[src/common/hdrPkg.sv]
package hdrPkg;

	// ====================
	// widths
	// ====================
	localparam int chanWidth = 8;
	localparam int weightWidth = 8;
	localparam int numWidth = 18;         // sum of four 8x8 products
	localparam int weightSumWidth = 10;   // sum of four weights

	// luma = (r + g + b) / 3, done as a multiply by 341/1024
	localparam logic [9:0] lumaScale = 10'd341;
	localparam int lumaShift = 10;

	// ====================
	// latencies
	// ====================
	localparam int weightLatency = 5;
	localparam int fusionLatency = 12;    // products, adder tree, divider, output
	localparam int totalLatency = weightLatency + fusionLatency;

	// ====================
	// bundles
	// ====================
	typedef struct packed {
		logic [chanWidth-1:0] r;
		logic [chanWidth-1:0] g;
		logic [chanWidth-1:0] b;
	} pixel_t;

	// one scene at four exposures, brightest first
	typedef struct packed {
		pixel_t bright;
		pixel_t midHigh;
		pixel_t midLow;
		pixel_t dark;
	} exposureSet_t;

	typedef struct packed {
		logic [weightWidth-1:0] bright;
		logic [weightWidth-1:0] midHigh;
		logic [weightWidth-1:0] midLow;
		logic [weightWidth-1:0] dark;
	} weightSet_t;

	typedef struct packed {
		logic vs;
		logic hs;
		logic de;
	} syncStrobes_t;

	// strobe value held in every delay stage during reset
	localparam syncStrobes_t syncIdle = '{vs: 1'b1, hs: 1'b1, de: 1'b0};

endpackage
[src/hdrFusionTop.sv]
`timescale 1ns/1ps

module hdrFusionTop
(
	input  logic clk,
	input  logic reset,
	input  hdrPkg::exposureSet_t exposures,
	input  hdrPkg::syncStrobes_t syncIn,
	output hdrPkg::pixel_t fusedPixel,
	output hdrPkg::syncStrobes_t syncOut
);

	wire hdrPkg::weightSet_t weightSet;
	wire hdrPkg::exposureSet_t alignedExposures;
	wire hdrPkg::syncStrobes_t alignedSync;

	// ====================
	// weight path
	// ====================
	exposureWeight uBright
	(
		.clk    (clk),
		.reset  (reset),
		.pixel  (exposures.bright),
		.weight (weightSet.bright)
	);

	exposureWeight uMidHigh
	(
		.clk    (clk),
		.reset  (reset),
		.pixel  (exposures.midHigh),
		.weight (weightSet.midHigh)
	);

	exposureWeight uMidLow
	(
		.clk    (clk),
		.reset  (reset),
		.pixel  (exposures.midLow),
		.weight (weightSet.midLow)
	);

	exposureWeight uDark
	(
		.clk    (clk),
		.reset  (reset),
		.pixel  (exposures.dark),
		.weight (weightSet.dark)
	);

	// pixels and strobes wait for their weights
	pixelAlign uAlign
	(
		.clk              (clk),
		.reset            (reset),
		.exposures        (exposures),
		.syncIn           (syncIn),
		.alignedExposures (alignedExposures),
		.alignedSync      (alignedSync)
	);

	weightedFusion uFusion
	(
		.clk              (clk),
		.reset            (reset),
		.weights          (weightSet),
		.alignedExposures (alignedExposures),
		.alignedSync      (alignedSync),
		.fusedPixel       (fusedPixel),
		.syncOut          (syncOut)
	);

endmodule

[src/fusion/weightedFusion.sv]
`timescale 1ns/1ps

module weightedFusion
(
	input  logic clk,
	input  logic reset,
	input  hdrPkg::weightSet_t weights,
	input  hdrPkg::exposureSet_t alignedExposures,
	input  hdrPkg::syncStrobes_t alignedSync,
	output hdrPkg::pixel_t fusedPixel,
	output hdrPkg::syncStrobes_t syncOut
);

	// [exposure][channel]: exposure 3 is bright, channel 2 is r
	logic [3:0][2:0][hdrPkg::chanWidth-1:0] chanIn;
	logic [3:0][hdrPkg::weightWidth-1:0] weightIn;

	logic [3:0][2:0][2*hdrPkg::chanWidth-1:0] prod;   // stage 1
	logic [1:0][2:0][2*hdrPkg::chanWidth:0] pairSum;  // stage 2
	logic [2:0][hdrPkg::numWidth-1:0] num;            // stage 3
	logic [3:0][hdrPkg::weightWidth-1:0] wtReg;
	logic [1:0][hdrPkg::weightWidth:0] wtPair;
	logic [hdrPkg::weightSumWidth-1:0] wtSum;
	hdrPkg::syncStrobes_t [2:0] syncDly;

	logic [hdrPkg::chanWidth-1:0] quoR;
	logic [hdrPkg::chanWidth-1:0] quoG;
	logic [hdrPkg::chanWidth-1:0] quoB;
	hdrPkg::syncStrobes_t divSync;

	assign chanIn = alignedExposures;
	assign weightIn = weights;

	// ====================
	// products and adder tree
	// ====================
	always_ff @(posedge clk or posedge reset)
	begin
		if (reset)
		begin
			prod <= '0;
			pairSum <= '0;
			num <= '0;
			wtReg <= '0;
			wtPair <= '0;
			wtSum <= '0;
			syncDly <= {3{hdrPkg::syncIdle}};
		end
		else
		begin
			for (int c = 0; c < 3; c++)
			begin
				for (int e = 0; e < 4; e++)
					prod[e][c] <= weightIn[e] * chanIn[e][c];
				pairSum[1][c] <= prod[3][c] + prod[2][c];   // bright + midHigh
				pairSum[0][c] <= prod[1][c] + prod[0][c];   // midLow + dark
				num[c] <= pairSum[1][c] + pairSum[0][c];
			end
			// weight sum follows the same three steps
			wtReg <= weightIn;
			wtPair[1] <= wtReg[3] + wtReg[2];
			wtPair[0] <= wtReg[1] + wtReg[0];
			wtSum <= wtPair[1] + wtPair[0];
			syncDly <= {syncDly[1:0], alignedSync};
		end
	end

	// ====================
	// per-channel divide
	// ====================
	fusionDivider uDivR
	(
		.clk      (clk),
		.reset    (reset),
		.dividend (num[2]),
		.divisor  (wtSum),
		.syncIn   (syncDly[2]),
		.quotient (quoR),
		.syncOut  (divSync)
	);

	fusionDivider uDivG
	(
		.clk      (clk),
		.reset    (reset),
		.dividend (num[1]),
		.divisor  (wtSum),
		.syncIn   (syncDly[2]),
		.quotient (quoG),
		.syncOut  ()   // same as uDivR
	);

	fusionDivider uDivB
	(
		.clk      (clk),
		.reset    (reset),
		.dividend (num[0]),
		.divisor  (wtSum),
		.syncIn   (syncDly[2]),
		.quotient (quoB),
		.syncOut  ()
	);

	always_ff @(posedge clk or posedge reset)
	begin
		if (reset)
		begin
			fusedPixel <= '0;
			syncOut <= hdrPkg::syncIdle;
		end
		else
		begin
			fusedPixel <= '{r: quoR, g: quoG, b: quoB};
			syncOut <= divSync;
		end
	end

endmodule

[src/fusion/fusionDivider.sv]
`timescale 1ns/1ps

module fusionDivider
(
	input  logic clk,
	input  logic reset,
	input  logic [hdrPkg::numWidth-1:0] dividend,
	input  logic [hdrPkg::weightSumWidth-1:0] divisor,
	input  hdrPkg::syncStrobes_t syncIn,
	output logic [hdrPkg::chanWidth-1:0] quotient,
	output hdrPkg::syncStrobes_t syncOut
);

	// entry 0 is the divider input, entry k the output of stage k
	logic [hdrPkg::numWidth-1:0] remPipe [0:hdrPkg::chanWidth];
	logic [hdrPkg::weightSumWidth-1:0] divPipe [0:hdrPkg::chanWidth];
	logic [hdrPkg::chanWidth-1:0] quoPipe [0:hdrPkg::chanWidth];
	hdrPkg::syncStrobes_t syncPipe [0:hdrPkg::chanWidth];

	assign remPipe[0] = dividend;
	assign divPipe[0] = divisor;
	assign quoPipe[0] = '0;
	assign syncPipe[0] = syncIn;

	// ====================
	// restoring stages
	// ====================
	for (genvar i = 0; i < hdrPkg::chanWidth; i++)
	begin : gStage
		logic [hdrPkg::numWidth-1:0] shifted;
		logic fits;

		// divisor lined up with quotient bit (chanWidth-1-i), msb first
		assign shifted = hdrPkg::numWidth'(divPipe[i]) << (hdrPkg::chanWidth - 1 - i);
		// a zero divisor only comes from reset contents and yields zero
		assign fits = (divPipe[i] != '0) && (remPipe[i] >= shifted);

		always_ff @(posedge clk or posedge reset)
		begin
			if (reset)
			begin
				remPipe[i+1] <= '0;
				divPipe[i+1] <= '0;
				quoPipe[i+1] <= '0;
				syncPipe[i+1] <= hdrPkg::syncIdle;
			end
			else
			begin
				remPipe[i+1] <= fits ? remPipe[i] - shifted : remPipe[i];
				divPipe[i+1] <= divPipe[i];
				quoPipe[i+1] <= {quoPipe[i][hdrPkg::chanWidth-2:0], fits};
				syncPipe[i+1] <= syncPipe[i];
			end
		end
	end

	assign quotient = quoPipe[hdrPkg::chanWidth];
	assign syncOut = syncPipe[hdrPkg::chanWidth];

endmodule

[src/pixelAlign.sv]
`timescale 1ns/1ps

module pixelAlign
(
	input  logic clk,
	input  logic reset,
	input  hdrPkg::exposureSet_t exposures,
	input  hdrPkg::syncStrobes_t syncIn,
	output hdrPkg::exposureSet_t alignedExposures,
	output hdrPkg::syncStrobes_t alignedSync
);

	// one entry per cycle of the weight path
	hdrPkg::exposureSet_t [hdrPkg::weightLatency-1:0] expDly;
	hdrPkg::syncStrobes_t [hdrPkg::weightLatency-1:0] syncDly;

	always_ff @(posedge clk or posedge reset)
	begin
		if (reset)
		begin
			expDly <= '0;
			syncDly <= {hdrPkg::weightLatency{hdrPkg::syncIdle}};
		end
		else
		begin
			expDly <= {expDly[hdrPkg::weightLatency-2:0], exposures};
			syncDly <= {syncDly[hdrPkg::weightLatency-2:0], syncIn};
		end
	end

	assign alignedExposures = expDly[hdrPkg::weightLatency-1];
	assign alignedSync = syncDly[hdrPkg::weightLatency-1];

endmodule

[src/weight/exposureWeight.sv]
`timescale 1ns/1ps

module exposureWeight
(
	input  logic clk,
	input  logic reset,
	input  hdrPkg::pixel_t pixel,
	output logic [hdrPkg::weightWidth-1:0] weight
);

	logic [hdrPkg::chanWidth:0] rgSum;          // stage 1
	logic [hdrPkg::chanWidth-1:0] bDly;
	logic [hdrPkg::chanWidth+1:0] rgbSum;       // stage 2, at most 765
	logic [hdrPkg::chanWidth+hdrPkg::lumaShift-1:0] lumaProd;   // stage 3
	logic [hdrPkg::chanWidth-1:0] luma;         // stage 4
	logic [hdrPkg::chanWidth-1:0] lumaInv;
	logic [hdrPkg::chanWidth-1:0] lowSide;

	// ====================
	// luma
	// ====================
	always_ff @(posedge clk or posedge reset)
	begin
		if (reset)
		begin
			rgSum <= '0;
			bDly <= '0;
			rgbSum <= '0;
			lumaProd <= '0;
			luma <= '0;
		end
		else
		begin
			rgSum <= pixel.r + pixel.g;
			bDly <= pixel.b;
			rgbSum <= rgSum + bDly;
			lumaProd <= rgbSum * hdrPkg::lumaScale;
			// round on the highest dropped bit, 765 * 341 still lands on 255
			luma <= lumaProd[hdrPkg::chanWidth+hdrPkg::lumaShift-1:hdrPkg::lumaShift]
				+ hdrPkg::chanWidth'(lumaProd[hdrPkg::lumaShift-1]);
		end
	end

	// ====================
	// hat-shaped weight
	// ====================
	assign lumaInv = ~luma;   // 255 - luma
	assign lowSide = (luma < lumaInv) ? luma : lumaInv;

	// distance from the nearer rail, doubled, plus one so it is never zero
	always_ff @(posedge clk or posedge reset)
	begin
		if (reset)
			weight <= '0;
		else
			weight <= {lowSide[hdrPkg::chanWidth-2:0], 1'b1};   // lowSide <= 127
	end

endmodule

[config.mk]
export PLATFORM = sky130hd
export DESIGN_NAME = hdrFusionTop
export DESIGN_NICKNAME = d
export VERILOG_FILES = /design/src/common/hdrPkg.sv /design/src/hdrFusionTop.sv /design/src/fusion/weightedFusion.sv /design/src/fusion/fusionDivider.sv /design/src/pixelAlign.sv /design/src/weight/exposureWeight.sv
export SDC_FILE = /design/constraint.sdc
export NUM_CORES = 2
export LEC_CHECK = 0
export BUFFER_PORTS_ARGS = -buffer_cell sky130_fd_sc_hd__buf_4
export CORE_MARGIN = 2
export CORE_UTILIZATION = 58
export DETAILED_ROUTE_END_ITERATION = 7
export GPL_TIMING_DRIVEN = 1
export PLACE_DENSITY = 0.86
export REMOVE_ABC_BUFFERS = 1
export SETUP_SLACK_MARGIN = 0.02
export SLEW_MARGIN = 20
export SYNTH_ARGS = -nofsm -noshare
export SYNTH_HDL_FRONTEND = slang
export SYNTH_SLANG_ARGS = --single-unit
[constraint.sdc]
create_clock -name clk -period 49.8 [get_ports clk]
set_input_delay 2.49 -clock clk [delete_from_list [all_inputs] [get_ports clk]]
set_output_delay 2.49 -clock clk [all_outputs]
set_load 0.01 [all_outputs]
==> flow_summary.toml <==
[outcome]
status = "completed"

[cells_and_area]
drive_above_1_share = 0.06989
regArea_um2 = 41990
fillers = 11770
multi_input_area_um2 = 48990
area_growth_pct = 10.11
nets = 10340
final_core_util = 0.6432

[floorplanning]
die-height_um = 409.1
ios = 128
dieArea_um2 = 167400
initial_core_util = 0.5842
die_w_um = 409.1
core_area_um2 = 163000
rows = 148

[setup_path]
worstSetupStartpointType = "flip-flop"
crit_family = "adder cells"
slowest_stage = "dfrtp_2"
worst-setup-path-type = "reg2reg"
cp-end-kind = "flip-flop"
cp_max_fo = 73
worst-path-buf-inv = 4
critPathMaxStageDelay_ns = 0.72
crit_chain = "buf_4 > nand2_1 > fa_1 > fa_1 > inv_1 > fa_1 > inv_1 > fa_1 > inv_1 > ha_1 > o21a_1 > o31a_1 > o211ai_1 > a21oi_1 > a2111oi_0 > a21oi_1 > xnor2_1"
critical-path-top-cell-by-count = "fa_1"
arrival_ns = 6.62
cp.required_ns = 50.49

[clock_tree]
ctsResizeCount = 0
htree_levels = 4
cts_setup_buffers = 0
cts_tree = "done"
clock_sinks = 1676
path_clk_slew_ns = 0.06
ctsHoldBuffers = 0
cts_buffer_depth = 3
clock_latency_ns = 0.82
cts_buffers = 171
clockRootBuffer = "clkbuf_16"

[synthesis]
synth_seq_cells = 1676
syn_avg_cell_area_um2 = 11.34
ys_warn_count = 0
synth_top_area_cell = "dfrtp_1"
synth_top_area_share = 0.4316
synth-seq-area-share = 0.4410
synth_cell_types = 84
synth-edff-count = 0
synthTopCellsByArea = "dfrtp_1, ha_1, fa_1"
syn_inst = 8395
syn_area_um2 = 95200
synthArstFlopShare = 1.000
yosys-top-cells-count = "dfrtp_1, ha_1, inv_1"
yosys.cell_count.top_type = "dfrtp_1"
synth_flop_cell = "dfrtp_1"

[route]
wl_per_cell_um = 18.79
postRouteAntennaNets = 0
drc = 0
wirelength_um = 206000
via_per_inst = 5.563
dr.pass1.iters = 6
drt_iter0_drc = 3888
vias = 60980

[flow_run]
max_cap_viol_count = 0

[placed_design]
routabilityCongestion = 0.9443
dp_hpwl_um = 154000
port_buffers = 127

[sta]
max_slew_margin = 0.2801
worst_slew_pin_slew_ns = 1.080
fin_crit_ns = 5.937
tns_ns = 0
fin_crit_sh = 0.1192
clock_skew_ns = 0.03053
final-setup-viol-count = 0
rsz0062_at_grt = "false"
hold_viol = 0
fmax_mhz = 168.4
slew_viol_final = 0

[global_route]
antenna_found_initial = 4
grt_pass1_wl_um = 337300
grt_max_degree = 197
track_usage = 0.2524
overflow = 0
grt_pass1_vias = 65520

[hold_path]
hold_class = "reg2reg"
==> sequential cells by signal, indices dropped and copies added, names as in the netlist, 10 cells and up <==
register / count
uMidLow.rgbSum: 10
uFusion.uDivR.quoPipe: 28
uFusion.uDivR.divPipe: 54
uFusion.prod: 192
uMidHigh.rgbSum: 10
uFusion.uDivG.quoPipe: 28
uFusion.uDivB.remPipe: 125
uFusion.uDivR.remPipe: 125
uFusion.uDivB.quoPipe: 28
uFusion.num: 54
uAlign.expDly: 384
uFusion.pairSum: 102
uAlign.alignedExposures: 96
uFusion.uDivR.syncPipe: 21
uDark.rgbSum: 10
uBright.rgbSum: 10
uFusion.wtReg: 29
uAlign.syncDly: 12
uFusion.fusedPixel: 24
uFusion.uDivG.remPipe: 125
uFusion.wtPair: 16
==> per-layer routing <==
layer  GRT usage  up-vias  share of wire
met3     0.03552      555          0.046
met4      0.1166        6          0.049
li1            -    28300              -
met2      0.4477     1701           0.51
met5           0        -        0.00024
met1      0.3041    30420           0.39
==> final cells by class <==
cell class              count  area share
diodes                      1  0.00002387
clock buffers             234     0.04645
flip-flops and latches   1676      0.4006
multi-input cells        5598      0.4674
inverters                1038     0.03724
clock inverters            77    0.009717
well taps                2175     0.02596
repair buffers            162     0.01265
==> cells by family after synthesis <==
family                     share of synthesized area
and+or+nand+nor                               0.1132
DFF                                           0.4410
adders and majority gates                     0.2520
AOI/OAI and AO/OA                            0.08466
buffers and inverters                        0.04533
xor gates and xnor gates                     0.05345
muxes                                        0.01033
other                                     0.00007889
==> layout by cell type, fill, tap and decap left out, types with 17 or more instances in the layout <==
master,n
o21a_1,112
o21bai_1,40
nand2b_1,85
a211oi_1,40
clkinv_2,22
xor2_1,196
clkbuf_16,173
conb_1,22
mux2_2,82
nor2b_1,92
a21oi_1,355
o21ai_0,303
nor4_1,42
clkbuf_8,31
or3_1,36
nand4_1,41
o31a_1,29
nor3_1,119
buf_4,153
a21o_1,108
nand2_1,442
a31o_2,17
bufinv_16,18
dfrtp_1,1640
xnor2_1,385
dfstp_2,34
and3_1,36
o211ai_1,23
ha_1,1053
inv_1,1036
nand3_1,79
fa_1,540
a21boi_0,17
o31ai_1,32
and2_1,642
nor2_1,353
clkbuf_1,30
a2111oi_0,18
a31oi_1,33
==> per-stage QoR <==
step | instances | cell area [um^2] | hold WS, ns | worst slack [ns]
6_report | 10960 | 104800 | 0.3366 | 43.86
5_1_grt | 10960 | 104800 | 0.3429 | 43.32
4_1_cts | 10960 | 104700 | 0.3362 | 43.63
3_5_place_dp | 10650 | 98860 | 0.3347 | 42.81
3_3_place_gp | 10650 | 98860 | 0.3314 | 42.97
2_1_floorplan | 8312 | 94850 | 0.3312 | 0.06377
==> path summary, 6_finish.rpt <==
| check | startpoint | endpoint | slack, ns | depth (start not counted) |
|---|---|---|---|---|
| worst max-delay path | uDark.weight[0]$_DFF_PP0_ | uFusion.prod[175]$_DFF_PP0_ | 43.86 | 17 |
| worst min-delay path | uAlign.syncDly[9]$_DFF_PP0_ | uAlign.alignedSync[0]$_DFF_PP0_ | 0.34 | 0 |
| worst max register to register | uDark.weight[0]$_DFF_PP0_ | uFusion.prod[175]$_DFF_PP0_ | 43.86 | 17 |
| worst min register to register | uAlign.syncDly[9]$_DFF_PP0_ | uAlign.alignedSync[0]$_DFF_PP0_ | 0.34 | 0 |
| max in group asynchronous | reset | uAlign.expDly[236]$_DFF_PP0_ | 44.09 | 6 |
| min in group asynchronous | reset | uFusion.uDivB.quoPipe[28]$_DFF_PP0_ | 1.84 | 2 |
Power is left out: the tool's default activity adds up to more than one toggle a clock period on the data nets, which glitch-free logic cannot reach.
